===== src/verilog/arena_pkg.sv =====
`default_nettype none

package arena_pkg;

	typedef logic [9:0] coord_t;
	typedef logic [11:0] rgb_t;

	localparam int TANK_SHOTS   = 3;
	localparam int MONS_SHOTS   = 3;
	localparam int MAX_MONSTERS = 5;

	// playfield geometry, screen pixels
	localparam coord_t TANK_X0    = 10'd450;
	localparam coord_t TANK_Y     = 10'd450;
	localparam coord_t WRAP_LO    = 10'd150;
	localparam coord_t WRAP_HI    = 10'd800;
	localparam coord_t MONS_X0    = 10'd250;
	localparam coord_t MONS_Y     = 10'd100;
	localparam coord_t TOP_Y      = 10'd32;
	localparam coord_t FLOOR_Y    = 10'd514;
	localparam int     TANK_STEP  = 2;
	localparam int     MONS_PITCH = 100;
	localparam int     SHOT_GAP   = 200;

	// shape sizes
	localparam int HALF_W      = 10;
	localparam int MONS_HALF_H = 5;
	localparam int TANK_HEAD_H = 5;
	localparam int TANK_BODY_H = 10;
	localparam int HEAD_HALF_W = 2;
	localparam int SHOT_HALF   = 1;

	localparam rgb_t BLACK = 12'h000;
	localparam rgb_t RED   = 12'hF00;
	localparam rgb_t GREEN = 12'h0F0;
	localparam rgb_t BLUE  = 12'h00F;
	localparam rgb_t CYAN  = 12'h0FF;

	typedef struct packed {
		coord_t x;
		coord_t y;
	} obj_pos_t;

	typedef struct packed {
		logic     alive;
		obj_pos_t pos;
	} shot_t;

	typedef struct packed {
		obj_pos_t                 pos;
		shot_t [TANK_SHOTS-1:0]   shots;
	} tank_view_t;

	// bullets of monster m sit at m*MONS_SHOTS .. m*MONS_SHOTS+MONS_SHOTS-1
	typedef struct packed {
		logic [MAX_MONSTERS-1:0]             alive;
		shot_t [MAX_MONSTERS*MONS_SHOTS-1:0] shots;
	} squad_view_t;

	typedef enum logic [1:0] {
		CMD_HOLD,
		CMD_LEFT,
		CMD_RIGHT,
		CMD_FIRE
	} move_cmd_t;

	typedef struct packed {
		logic tank_lost;
		logic squad_cleared;
	} game_status_t;

	function automatic coord_t mons_x(input int idx);
		return coord_t'(int'(MONS_X0) + idx * MONS_PITCH);
	endfunction

	// true when p lies within half pixels of c
	function automatic logic in_span(input coord_t p, input coord_t c, input int half);
		return (int'(p) + half >= int'(c)) && (int'(p) <= int'(c) + half);
	endfunction

endpackage

`default_nettype wire


===== src/verilog/combat_judge.sv =====
`timescale 1ns/1ps
`default_nettype none

module combat_judge import arena_pkg::*; #(
	parameter int NUM_MONSTERS = 5
) (
	input  logic                    clk,
	input  logic                    rst,
	input  logic                    tick,
	input  tank_view_t              tank_view,
	input  squad_view_t             squad_view,
	output logic [TANK_SHOTS-1:0]   shot_kill,
	output logic [MAX_MONSTERS-1:0] monster_kill,
	output game_status_t            status
);

	logic tank_hit;
	logic tank_lost;

	always_comb begin
		shot_kill = '0;
		monster_kill = '0;
		tank_hit = 1'b0;
		// tank shots against the monster row
		for (int s = 0; s < TANK_SHOTS; s++) begin
			for (int m = 0; m < NUM_MONSTERS; m++) begin
				if (tank_view.shots[s].alive && squad_view.alive[m] &&
				    tank_view.shots[s].pos.y == MONS_Y &&
				    in_span(tank_view.shots[s].pos.x, mons_x(m), HALF_W)) begin
					shot_kill[s] = 1'b1;
					monster_kill[m] = 1'b1;
				end
			end
		end
		// monster bullets against the tank row
		for (int b = 0; b < NUM_MONSTERS * MONS_SHOTS; b++) begin
			if (squad_view.shots[b].alive && squad_view.shots[b].pos.y == TANK_Y &&
			    in_span(squad_view.shots[b].pos.x, tank_view.pos.x, HALF_W))
				tank_hit = 1'b1;
		end
	end

	// sticky until reset
	always_ff @(posedge clk or posedge rst) begin
		if (rst)
			tank_lost <= 1'b0;
		else if (tick && tank_hit)
			tank_lost <= 1'b1;
	end

	assign status.tank_lost = tank_lost;
	assign status.squad_cleared = ~|squad_view.alive;

endmodule

`default_nettype wire


===== src/verilog/monster_squad.sv =====
`timescale 1ns/1ps
`default_nettype none

module monster_squad import arena_pkg::*; #(
	parameter int NUM_MONSTERS = 5
) (
	input  logic                    clk,
	input  logic                    rst,
	input  logic                    tick,
	input  logic [MAX_MONSTERS-1:0] monster_kill,
	output squad_view_t             squad_view
);

	localparam int NUM_SLOTS = MAX_MONSTERS * MONS_SHOTS;

	logic [MAX_MONSTERS-1:0] mons_alive;
	logic [NUM_SLOTS-1:0]    b_alive;
	logic [NUM_SLOTS-1:0]    launch;
	coord_t                  b_y [NUM_SLOTS];

	// slot 0 fires whenever free, later slots wait for slot 0
	// to reach their stagger row
	always_comb begin
		launch = '0;
		for (int m = 0; m < NUM_MONSTERS; m++) begin
			if (mons_alive[m]) begin
				if (!b_alive[m*MONS_SHOTS]) begin
					launch[m*MONS_SHOTS] = 1'b1;
				end else begin
					for (int k = 1; k < MONS_SHOTS; k++) begin
						if (!b_alive[m*MONS_SHOTS+k] &&
						    b_y[m*MONS_SHOTS] == coord_t'(int'(MONS_Y) + k * SHOT_GAP))
							launch[m*MONS_SHOTS+k] = 1'b1;
					end
				end
			end
		end
	end

	always_ff @(posedge clk or posedge rst) begin
		if (rst) begin
			for (int m = 0; m < MAX_MONSTERS; m++)
				mons_alive[m] <= (m < NUM_MONSTERS);
			b_alive <= '0;
		end else if (tick) begin
			for (int m = 0; m < MAX_MONSTERS; m++) begin
				// a kill takes the monster and everything it dropped
				if (monster_kill[m])
					mons_alive[m] <= 1'b0;
				for (int k = 0; k < MONS_SHOTS; k++) begin
					if (monster_kill[m])
						b_alive[m*MONS_SHOTS+k] <= 1'b0;
					else if (launch[m*MONS_SHOTS+k])
						b_alive[m*MONS_SHOTS+k] <= 1'b1;
					else if (b_alive[m*MONS_SHOTS+k] && b_y[m*MONS_SHOTS+k] == FLOOR_Y)
						b_alive[m*MONS_SHOTS+k] <= 1'b0;
				end
			end
		end
	end

	// bullet rows; parked at the monster row while dead
	always_ff @(posedge clk) begin
		if (tick) begin
			for (int b = 0; b < NUM_SLOTS; b++) begin
				if (b_alive[b] && !launch[b])
					b_y[b] <= b_y[b] + 1'b1;
				else
					b_y[b] <= MONS_Y;
			end
		end
	end

	always_comb begin
		squad_view.alive = mons_alive;
		for (int m = 0; m < MAX_MONSTERS; m++) begin
			for (int k = 0; k < MONS_SHOTS; k++) begin
				squad_view.shots[m*MONS_SHOTS+k].alive = b_alive[m*MONS_SHOTS+k];
				squad_view.shots[m*MONS_SHOTS+k].pos.x = mons_x(m);
				squad_view.shots[m*MONS_SHOTS+k].pos.y = b_y[m*MONS_SHOTS+k];
			end
		end
	end

endmodule

`default_nettype wire


===== src/verilog/pixel_mixer.sv =====
`timescale 1ns/1ps
`default_nettype none

module pixel_mixer import arena_pkg::*; #(
	parameter int NUM_MONSTERS = 5
) (
	input  logic         bright,
	input  coord_t       hcount,
	input  coord_t       vcount,
	input  tank_view_t   tank_view,
	input  squad_view_t  squad_view,
	input  game_status_t status,
	output rgb_t         rgb
);

	logic head_px;
	logic body_px;
	logic shot_px;
	logic mons_px;
	logic bullet_px;

	// head is a narrow stub just above the body
	assign head_px = int'(vcount) >= int'(TANK_Y) - TANK_HEAD_H && vcount < TANK_Y &&
	                 in_span(hcount, tank_view.pos.x, HEAD_HALF_W);
	assign body_px = vcount >= TANK_Y && int'(vcount) <= int'(TANK_Y) + TANK_BODY_H &&
	                 in_span(hcount, tank_view.pos.x, HALF_W);

	always_comb begin
		shot_px = 1'b0;
		mons_px = 1'b0;
		bullet_px = 1'b0;
		for (int s = 0; s < TANK_SHOTS; s++) begin
			if (tank_view.shots[s].alive &&
			    in_span(vcount, tank_view.shots[s].pos.y, SHOT_HALF) &&
			    in_span(hcount, tank_view.shots[s].pos.x, SHOT_HALF))
				shot_px = 1'b1;
		end
		for (int m = 0; m < NUM_MONSTERS; m++) begin
			if (squad_view.alive[m] && in_span(vcount, MONS_Y, MONS_HALF_H) &&
			    in_span(hcount, mons_x(m), HALF_W))
				mons_px = 1'b1;
		end
		for (int b = 0; b < NUM_MONSTERS * MONS_SHOTS; b++) begin
			if (squad_view.shots[b].alive &&
			    in_span(vcount, squad_view.shots[b].pos.y, SHOT_HALF) &&
			    in_span(hcount, squad_view.shots[b].pos.x, SHOT_HALF))
				bullet_px = 1'b1;
		end
	end

	// end-of-game screens take over the whole visible area
	always_comb begin
		if (!bright)
			rgb = BLACK;
		else if (status.squad_cleared)
			rgb = CYAN;
		else if (status.tank_lost)
			rgb = RED;
		else if (shot_px)
			rgb = BLUE;
		else if (head_px || body_px)
			rgb = GREEN;
		else if (mons_px || bullet_px)
			rgb = RED;
		else
			rgb = BLACK;
	end

endmodule

`default_nettype wire


===== src/verilog/tank_arena.sv =====
`timescale 1ns/1ps
`default_nettype none

module tank_arena import arena_pkg::*; #(
	parameter int NUM_MONSTERS = 5
) (
	input  logic         clk,
	input  logic         rst,
	input  logic         tick,
	input  logic         fire,
	input  logic         left,
	input  logic         right,
	input  logic         bright,
	input  coord_t       hcount,
	input  coord_t       vcount,
	output rgb_t         rgb,
	output game_status_t status
);

	tank_view_t              tank_view;
	squad_view_t             squad_view;
	logic [TANK_SHOTS-1:0]   shot_kill;
	logic [MAX_MONSTERS-1:0] monster_kill;

	tank_unit u_tank (
		.clk       (clk),
		.rst       (rst),
		.tick      (tick),
		.fire      (fire),
		.left      (left),
		.right     (right),
		.shot_kill (shot_kill),
		.tank_view (tank_view)
	);

	monster_squad #(.NUM_MONSTERS(NUM_MONSTERS)) u_squad (
		.clk          (clk),
		.rst          (rst),
		.tick         (tick),
		.monster_kill (monster_kill),
		.squad_view   (squad_view)
	);

	// kill flags loop back to both sides for the next tick
	combat_judge #(.NUM_MONSTERS(NUM_MONSTERS)) u_judge (
		.clk          (clk),
		.rst          (rst),
		.tick         (tick),
		.tank_view    (tank_view),
		.squad_view   (squad_view),
		.shot_kill    (shot_kill),
		.monster_kill (monster_kill),
		.status       (status)
	);

	pixel_mixer #(.NUM_MONSTERS(NUM_MONSTERS)) u_mixer (
		.bright     (bright),
		.hcount     (hcount),
		.vcount     (vcount),
		.tank_view  (tank_view),
		.squad_view (squad_view),
		.status     (status),
		.rgb        (rgb)
	);

endmodule

`default_nettype wire


===== src/verilog/tank_unit.sv =====
`timescale 1ns/1ps
`default_nettype none

module tank_unit import arena_pkg::*; (
	input  logic                  clk,
	input  logic                  rst,
	input  logic                  tick,
	input  logic                  fire,
	input  logic                  left,
	input  logic                  right,
	input  logic [TANK_SHOTS-1:0] shot_kill,
	output tank_view_t            tank_view
);

	logic                  fire_req;
	logic                  fire_pend;
	move_cmd_t             cmd;
	coord_t                tank_x;
	logic [TANK_SHOTS-1:0] shot_alive;
	logic [TANK_SHOTS-1:0] launch;
	obj_pos_t              shot_pos [TANK_SHOTS];

	// fire strobes between ticks collapse into one request
	always_ff @(posedge clk or posedge rst) begin
		if (rst) begin
			fire_req <= 1'b0;
		end else if (tick) begin
			fire_req <= 1'b0;
		end else if (fire) begin
			fire_req <= 1'b1;
		end
	end

	assign fire_pend = fire_req | fire;

	// fire wins over right, right over left
	always_comb begin
		if (fire_pend)
			cmd = CMD_FIRE;
		else if (right)
			cmd = CMD_RIGHT;
		else if (left)
			cmd = CMD_LEFT;
		else
			cmd = CMD_HOLD;
	end

	// pick the lowest dead shot
	always_comb begin
		launch = '0;
		if (cmd == CMD_FIRE) begin
			for (int s = TANK_SHOTS - 1; s >= 0; s--) begin
				if (!shot_alive[s]) begin
					launch = '0;
					launch[s] = 1'b1;
				end
			end
		end
	end

	always_ff @(posedge clk or posedge rst) begin
		if (rst) begin
			tank_x <= TANK_X0;
			shot_alive <= '0;
		end else if (tick) begin
			case (cmd)
				CMD_RIGHT: tank_x <= (tank_x == WRAP_HI) ? WRAP_LO : tank_x + coord_t'(TANK_STEP);
				CMD_LEFT:  tank_x <= (tank_x == WRAP_LO) ? WRAP_HI : tank_x - coord_t'(TANK_STEP);
				default:   tank_x <= tank_x;
			endcase
			for (int s = 0; s < TANK_SHOTS; s++) begin
				if (shot_alive[s] && (shot_kill[s] || shot_pos[s].y == TOP_Y))
					shot_alive[s] <= 1'b0;
				else if (launch[s])
					shot_alive[s] <= 1'b1;
			end
		end
	end

	// live shots climb, dead ones sit on the tank ready to launch
	always_ff @(posedge clk) begin
		if (tick) begin
			for (int s = 0; s < TANK_SHOTS; s++) begin
				if (shot_alive[s]) begin
					shot_pos[s].y <= shot_pos[s].y - 1'b1;
				end else begin
					shot_pos[s].x <= tank_x;
					shot_pos[s].y <= TANK_Y;
				end
			end
		end
	end

	always_comb begin
		tank_view.pos.x = tank_x;
		tank_view.pos.y = TANK_Y;
		for (int s = 0; s < TANK_SHOTS; s++) begin
			tank_view.shots[s].alive = shot_alive[s];
			tank_view.shots[s].pos = shot_pos[s];
		end
	end

endmodule

`default_nettype wire


===== config.mk =====
export PLATFORM = sky130hd
export DESIGN_NAME = tank_arena
export DESIGN_NICKNAME = d
export VERILOG_FILES = /design/src/verilog/arena_pkg.sv /design/src/verilog/combat_judge.sv /design/src/verilog/monster_squad.sv /design/src/verilog/pixel_mixer.sv /design/src/verilog/tank_arena.sv /design/src/verilog/tank_unit.sv
export SDC_FILE = /design/constraint.sdc
export NUM_CORES = 1
export LEC_CHECK = 0
export ABC_AREA = 1
export BUFFER_PORTS_ARGS = -buffer_cell sky130_fd_sc_hd__buf_2
export CAP_MARGIN = 10
export CORE_MARGIN = 5
export CORE_UTILIZATION = 60
export CTS_CLUSTER_DIAMETER = 100
export CTS_CLUSTER_SIZE = 8
export DETAILED_ROUTE_END_ITERATION = 10
export PLACE_DENSITY = 0.8
export SETUP_SLACK_MARGIN = 0.05
export SLEW_MARGIN = 20
export SYNTH_ARGS = -nofsm -noshare
export SYNTH_HDL_FRONTEND = slang
export SYNTH_SLANG_ARGS = --single-unit

===== constraint.sdc =====
create_clock -name clk -period 3.1 [get_ports clk]
set_input_delay 0.155 -clock clk [delete_from_list [all_inputs] [get_ports clk]]
set_output_delay 0.155 -clock clk [all_outputs]
set_load 0.005 [all_outputs]

; ---- After elaboration in Yosys (flattened, before gate mapping)
; Memory sizes are Yosys's and may differ from the RTL's.
; Index checks and enable logic that the tools add are counted.
[classes]
n_addsub = 51
n_lt_le_gt_ge = 112
eq_ne = 51
muxes = 287
bitwise = 19
n_reduce_logical = 299
[ops]
columns = operator, n
row1 = <= comparator 11 x 32 -> 1 bit, 22
row2 = >= comparator 32 x 11 -> 1 bit, 20
row3 = >= comparator 32 x 10 -> 1 bit (second input constant), 10
row4 = >= comparator 32 x 11 -> 1 bit (second input constant), 10
row5 = adder 10 x 1 -> 11 bit (second input constant), 23
row6 = equality test 10 x 9 -> 1 bit (second input constant), 25
row7 = 2-to-1 mux 1 bit, 244
row8 = logical AND 1 bit, 223
row9 = 2-to-1 mux 10 bit, 20
row10 = equality test 10 bit (second input constant), 16
row11 = >= comparator 32 x 9 -> 1 bit (second input constant), 5
row12 = adder 10 x 1 -> 10 bit (second input constant), 15
row13 = <= comparator 10 x 9 -> 1 bit (second input constant), 15
row14 = <= comparator 10 bit (second input constant), 10
row15 = 2-to-1 mux 12 bit, 6
row16 = <= comparator 10 x 32 -> 1 bit (first input constant), 2
row17 = <= comparator 11 x 32 -> 1 bit (first input constant), 2
row18 = adder 10 x 4 -> 11 bit (second input constant), 5
row19 = AND reduction 2 bit, 24
row20 = nonzero test 3 bit, 15
row21 = >= comparator 11 x 10 -> 1 bit, 3
row22 = >= comparator 32 x 8 -> 1 bit (second input constant), 1
row23 = <= comparator 9 x 32 -> 1 bit (first input constant), 1
row24 = equality test 10 x 6 -> 1 bit (second input constant), 3
row25 = other kinds (24), 99
[word_totals]
reg_bits = 35
mem_bits_rw = 210
in_bits = 27
output_inout_bits = 14
elab_cells = 847
mem_count = 2
[memory_table]
columns = name, words, word_bits, read_ports, rd_clocked_by_memory_dff, write_ports, line_no
row1 = u_squad.b_y, 15, 10, 15, 0, 15, monster_squad.sv:19  ; coord_t b_y [NUM_SLOTS];
row2 = u_tank.shot_pos, 3, 20, 3, 0, 3, tank_unit.sv:21  ; obj_pos_t shot_pos [TANK_SHOTS];

; ---- Longest topological paths before layout
; An unclocked memory read counts as a cell.
[depth]
ltp_word = 28
ltp_mapped = 26
mapped_depth_nobuf = 25

; ---- Hierarchy
; Synthesis repeated with hierarchy kept, for this count alone.
[hier_totals]
hier_cells = 8074
hier_area_um2 = 52938.3
[by_module_without_submodules]
columns = module, instances, cells_each, area_each_um2, seq_area_each_um2
row1 = pixel_mixer, 1, 4186, 26081.3, 0.0
row2 = combat_judge, 1, 2189, 12595.8, 25.0
row3 = monster_squad, 1, 1287, 10615.2, 4911.0
row4 = tank_unit, 1, 412, 3646.0, 1941.9

; ---- Least setup slack after synthesis
; OpenSTA, ideal clock, no wires.
[synth_timing]
path_type = input to output
start = input port vcount[0]
end = output port rgb[10]
arrival_time_ns = 3.156
required_ns = 2.945
setup_slack_ns = -0.211
cell_stages = 19
path_buffers = 1
path_cell_list = ha_1 -> inv_1 -> nor3_1 -> xor2_1 -> ha_1 -> nand2_1 -> nor2_1 -> nand4_1 -> or2_2 -> nand3_1 -> nand3_1 -> nand3_1 -> nand2_1 -> nand2_1 -> nor2_1 -> nand3_1 -> nand2_1 -> a21oi_1 -> buf_4
[synth_between]
elab_chain_len = 27
elab_cells_between_ends = 144
cone_classes = add/sub: 2 / order compare: 42 / mux: 29 / reduce/logical: 71
[synth_lines]
columns = element, line_no
row1 = from (decl), tank_arena.sv:15  ; input coord_t vcount,
row2 = adder 10 x 1 -> 11 bit, arena_pkg.sv:78  ; return (int'(p) + half >= int'(c)) && (int'(p) <= int'(c) + half);
row3 = >= comparator 32 x 11 -> 1 bit, arena_pkg.sv:78
row4 = logical AND 1 bit, arena_pkg.sv:78
row5 = logical AND 1 bit, pixel_mixer.sv:44  ; if (squad_view.shots[b].alive &&
row6 = logical AND 1 bit, pixel_mixer.sv:45  ; in_span(vcount, squad_view.shots[b].pos.y, SHOT_HALF) &&
row7 = 2-to-1 mux 1 bit (15 in series), pixel_mixer.sv:44
row8 = logical OR 1 bit, pixel_mixer.sv:63  ; else if (mons_px || bullet_px)
row9 = 2-to-1 mux 12 bit, pixel_mixer.sv:63
row10 = 2-to-1 mux 12 bit, pixel_mixer.sv:61  ; else if (head_px || body_px)
row11 = 2-to-1 mux 12 bit (*), pixel_mixer.sv:59  ; else if (shot_px)
row12 = 2-to-1 mux 12 bit (*), pixel_mixer.sv:57  ; else if (status.tank_lost)
row13 = 2-to-1 mux 12 bit (*), pixel_mixer.sv:55  ; else if (status.squad_cleared)
row14 = 2-to-1 mux 12 bit (*), pixel_mixer.sv:53  ; if (!bright)
row15 = to (decl), tank_arena.sv:16  ; output rgb_t rgb,
; Every way passes the cells marked *; elsewhere a longest branch is shown, timed or not.

==> implementation parameters <==
Parameter                              Value

GRT
  Total overflow reported by the global router ... 0
  Wire length of the first global-routing pass ... 148,700 um
  Via count of the first global-routing pass ... 29,200
  M2 GR Usage ... 59.14%
  Met3 Resource Use GR ... 6.216%
  Pin count of the biggest net entering global routing ... 130
  Initial antenna violation count ... 2
  Most used routing layer ... met2
  Aggregate global-route resource usage ... 35.73%
  Met1 track utilization from global routing ... 44.20%

Clocking
  CTS H-Tree Depth ... 2
  CTS sink cnt ... 241
  Clock tree from TritonCTS ... yes
  Max Buffers Root-to-Sink ... 3
  Reg clk slew, reported paths ... 0.05 ns
  Clock tree root driver cell ... sky130_fd_sc_hd__clkbuf_16
  CTS Buf Count ... 36
  Insertion delay of the later-clocked pin in the worst-skew pair ... 0.57 ns

Detailed routing
  DR pass1 iterations ... 8
  Starting DRT DRC Count ... 3,202
  Total Routed Length ... 96,950 um
  Vias per std cell ... 5.937
  Residual antenna-violating net count after detailed routing ... 0
  Routed via count ... 30,270
  Count of unresolved DRC violations after routing ... 0
  Routed len/inst ... 19.02 um

Timing
  Maximum operating frequency ... 263.7 MHz
  Count of endpoints failing hold in the final timing report ... 0
  Number of failing setup endpoints in the final timing report ... 12
  Final WS setup ... -0.6916 ns
  Unrepaired setup endpoints after global routing ... true
  Period Utilization, post-route ... 122.3%
  Pins Over Slew Limit ... 0
  Clock tree skew after final layout ... 0.02247 ns
  Headroom to the max-slew limit ... 30.83%
  Final min period ... 3.792 ns
  Actual transition at the worst max-transition pin ... 1.038 ns

Cells and area
  Combined flip-flop and latch cell area ... 6879 um^2
  Share of final-layout standard cells stronger than drive strength 1 ... 18.49%
  Nets@finish ... 5,006
  Utilization of the core after routing ... 74.95%
  Area of combinational cells with multiple inputs ... 19,980 um^2
  Final Non-Filler Cells ... 5,098
  Area added between synthesis and finish ... 23.05%
  Fillers ... 3,441

Critical path
  Worst-path fanout max ... 4
  Top delay family on crit path ... simple AND/OR/NAND/NOR gates
  Critical path class ... flip-flop to primary output
  Worst setup path startpoint ... u_squad.b_y[1][61]$_SDFFCE_PP0P_
  Required arrival time at the worst endpoint ... 2.94 ns
  Setup crit end kind ... primary output
  Launching element type of the critical path ... flip-flop
  Buffer and inverter count on the worst path ... 3
  Worst reg2reg path startpoint ... u_tank.shot_pos[1][0]$_SDFFCE_PP0P_
  Cell with the largest stage delay on the worst path ... sky130_fd_sc_hd__edfxtp_1
  Longest individual stage delay on the worst path ... 0.42 ns
  Crit path DAT ... 3.64 ns
  Ordered list of cells on the worst path ... buf_6, ha_2, nand2_2, nor2_4, nand3_2, nor2_2, nand2_1, nand2_1, nand2_2, ha_4, nand2_1, inv_2, nand2_2, nor4b_4, nor2_1, nand2_1, nand3_2, nand3_2, nand2_2, nand3_4, nand2_4, a21oi_4, buf_2

Power and ir drop
  Share of power burned in the clock network ... 25.9%
  Comb power frac ... 45.7%
  Power density cells ... 431.5 nW/um^2
  VDD IR max ... 0.0004777 V
  Share of total power consumed by net switching ... 40.03%
  Switching power ... 6.041 mW
  Standby leakage power ... 17.85 nW
  Cell internal power dissipation ... 9.048 mW
  Sequential group share of total power ... 28.4%

Placement
  Weighted congestion reported at the end of routability-driven placement ... 1.023
  Number of placed instances with taps included ... 4,950
  Half-perimeter wire length after detailed placement ... 70,320 um
  Count of buffers from port buffering ... 40

Synthesis
  Mean instance size in the synthesized netlist ... 7.145 um^2
  Top area cells in the synthesized netlist ... sky130_fd_sc_hd__ha_1, sky130_fd_sc_hd__edfxtp_1, sky130_fd_sc_hd__nand2_1
  Count of flip-flops with a built-in enable after synthesis ... 187
  Flop and latch count out of synthesis ... 241
  Sequential share of the synthesized area ... 24.20%
  Portion of synthesized cell area occupied by the leading cell type ... 22.63%
  Netlist cell types ... 65
  Cell type contributing the most total cell area after synthesis ... sky130_fd_sc_hd__ha_1
  Netlist area before placement ... 28,420 um^2
  Net count of the mapped netlist ... 4,521
  Most instantiated flip-flop cell in the synthesis netlist ... sky130_fd_sc_hd__edfxtp_1
  Cells after Synth ... 3,977
  Warnings from Yosys ... 0
  Share of async-settable or async-resettable flops after synthesis ... 14.11%

Die
  Core footprint ... 46,650 um^2
  Starting Density ... 60.91%
  FP Rows ... 79
  Die outline height ... 227.6 um
  Area of the die ... 51,820 um^2
  Die X-Extent ... 227.6 um
  Number of top-level pins ... 41

Flow run
  MaxCap Viol Count ... 0

Outcome
  Outcome ... finished with violations
  Violated checks ... negative setup slack

Hold path
  HP Class ... input port to flip-flop
  Min-delay src ... right
## cells in the final DEF, fill, tap and decap left out, types with 14 or more instances in the layout
| cell | instances |
|---|---|
| sky130_fd_sc_hd__dfxtp_1 | 19 |
| sky130_fd_sc_hd__nor2_2 | 31 |
| sky130_fd_sc_hd__nor2_1 | 421 |
| sky130_fd_sc_hd__nor3_2 | 24 |
| sky130_fd_sc_hd__buf_4 | 449 |
| sky130_fd_sc_hd__nand3_1 | 239 |
| sky130_fd_sc_hd__xor2_1 | 114 |
| sky130_fd_sc_hd__clkbuf_1 | 25 |
| sky130_fd_sc_hd__nor2_4 | 14 |
| sky130_fd_sc_hd__ha_1 | 499 |
| sky130_fd_sc_hd__o21a_1 | 23 |
| sky130_fd_sc_hd__dfrtp_1 | 25 |
| sky130_fd_sc_hd__o31ai_1 | 14 |
| sky130_fd_sc_hd__nand4_1 | 115 |
| sky130_fd_sc_hd__o21ai_1 | 26 |
| sky130_fd_sc_hd__nand2_2 | 47 |
| sky130_fd_sc_hd__buf_2 | 39 |
| sky130_fd_sc_hd__xnor2_1 | 18 |
| sky130_fd_sc_hd__inv_1 | 573 |
| sky130_fd_sc_hd__o211ai_1 | 14 |
| sky130_fd_sc_hd__o21bai_1 | 16 |
| sky130_fd_sc_hd__clkbuf_16 | 38 |
| sky130_fd_sc_hd__nand2_1 | 817 |
| sky130_fd_sc_hd__buf_12 | 14 |
| sky130_fd_sc_hd__o21ai_0 | 102 |
| sky130_fd_sc_hd__nor3_1 | 85 |
| sky130_fd_sc_hd__xor2_2 | 20 |
| sky130_fd_sc_hd__inv_2 | 36 |
| sky130_fd_sc_hd__edfxtp_1 | 187 |
| sky130_fd_sc_hd__a21oi_1 | 212 |
| sky130_fd_sc_hd__nand3_2 | 25 |
| sky130_fd_sc_hd__nor4_1 | 27 |
## registers in the layout, indices dropped and copies added (netlist names)
name                flops
u_tank.fire_req         1
u_tank.shot_pos        57
u_tank.shot_alive       3
u_squad.mons_alive      5
u_judge.tank_lost       1
u_squad.b_alive        15
u_squad.b_y           150
u_tank.tank_x           9
## final cells by class
cell class	count	share of cell area [%]
clock inverters	2	0.07156
multi-input cells	3055	57.13
well taps	607	2.172
flip-flops and latches	241	19.67
inverters	615	6.602
repair buffers	513	11.35
diodes	2	0.01431
clock buffers	63	2.988
## layer usage
metal | share of wire [%] | wire length [um] | vias up
met5 | 0.013 | 13 | -
met3 | 9.9 | 9563 | 484
met2 | 45 | 43650 | 1683
li1 | - | - | 14280
met1 | 38 | 36720 | 13820
met4 | 7.2 | 7011 | 2
## power groups by stage
stage	clock network, mW	registers (mW)	logic, mW
after floorplan	0	4.23	3.61
after global placement	0	4.28	5.82
after detailed placement	0	4.29	6.01
after CTS	3.92	4.25	6.40
after global routing	4.04	4.31	7.60
final	3.91	4.28	6.89
## worst reg2reg max path, cell delays in order (launching register included)
cell                       delay (ns)
sky130_fd_sc_hd__edfxtp_1        0.39
sky130_fd_sc_hd__inv_1           0.10
sky130_fd_sc_hd__buf_4           0.14
sky130_fd_sc_hd__ha_1            0.14
sky130_fd_sc_hd__inv_1           0.04
sky130_fd_sc_hd__nor4_1          0.28
sky130_fd_sc_hd__nand3_1         0.30
sky130_fd_sc_hd__nor4_1          0.39
sky130_fd_sc_hd__nand3_1         0.19
sky130_fd_sc_hd__nand3_1         0.15
sky130_fd_sc_hd__nand2_1         0.25
sky130_fd_sc_hd__nand2_1         0.15
sky130_fd_sc_hd__o21ai_0         0.09
## what timing repair did
action | CTS | global route
gates resized for setup | 123 | 122
pin swaps | 66 | 100
cloned | 0 | 0
hold buffers | 3 | 0
endpoints found under the setup margin | 12 | 12
hold endpoints to repair | 38 | 0
buffers inserted | 47 | 31
## metrics by stage
| stage | setup TNS (ns) | total power, mW | area [um^2] | hold WS, ns | worst slack [ns] |
|---|---|---|---|---|---|
| floorplan | 0 | 7.844 | 28450 | 0.2899 | 0.05174 |
| global placement | -3.009 | 10.10 | 32270 | 0.3991 | -0.3460 |
| detailed placement | -3.728 | 10.29 | 32270 | 0.4039 | -0.4156 |
| CTS | -5.695 | 14.56 | 34240 | 0.2527 | -0.5330 |
| global route | -8.545 | 15.96 | 34960 | 0.3168 | -0.8490 |
| finish | -6.171 | 15.09 | 34970 | 0.2608 | -0.6916 |
## synthesized netlist by cell type, drive strengths merged (18+ instances only)
master  count
dfxtp      20
ha        514
xor2      139
nor4       31
nand3     267
a21oi     223
inv       609
dfrtp      25
edfxtp    187
nor2      467
buf        34
clkbuf     32
nand2     869
o21ai     134
nor3      115
nand4     116
o21a       23
xnor2      18
## final timing paths
kind | depth (start not counted) | end | slack [ns]
hold / removal | 6 | u_tank.shot_alive[0]$_DFFE_PP0P_ | 0.26
setup / recovery | 23 | rgb[10] | -0.69
hold reg to reg | 2 | u_tank.fire_req$_DFFE_PP0P_ | 0.50
min in group asynchronous | 3 | u_tank.tank_x[2]$_DFFE_PP0P_ | 0.38
setup reg to reg | 12 | u_squad.b_alive[7]$_DFFE_PP0P_ | 0.36
max in group asynchronous | 3 | u_squad.b_alive[4]$_DFFE_PP0P_ | 2.04
## cell families (layout without fill, tap and decap cells)
kind of cell	after synthesis	count (layout)	share of synthesized area, %
AND/OR/NAND/NOR	1881	1881	28.58
buffers and inverters	681	1193	9.281
adder cells (fa/ha/maj)	517	517	22.84
AO/OA/AOI/OAI	500	500	10.19
flip-flops	241	241	24.20
XOR/XNOR	157	157	4.905
other	0	2	0
(Power assumes the default switching activity.)
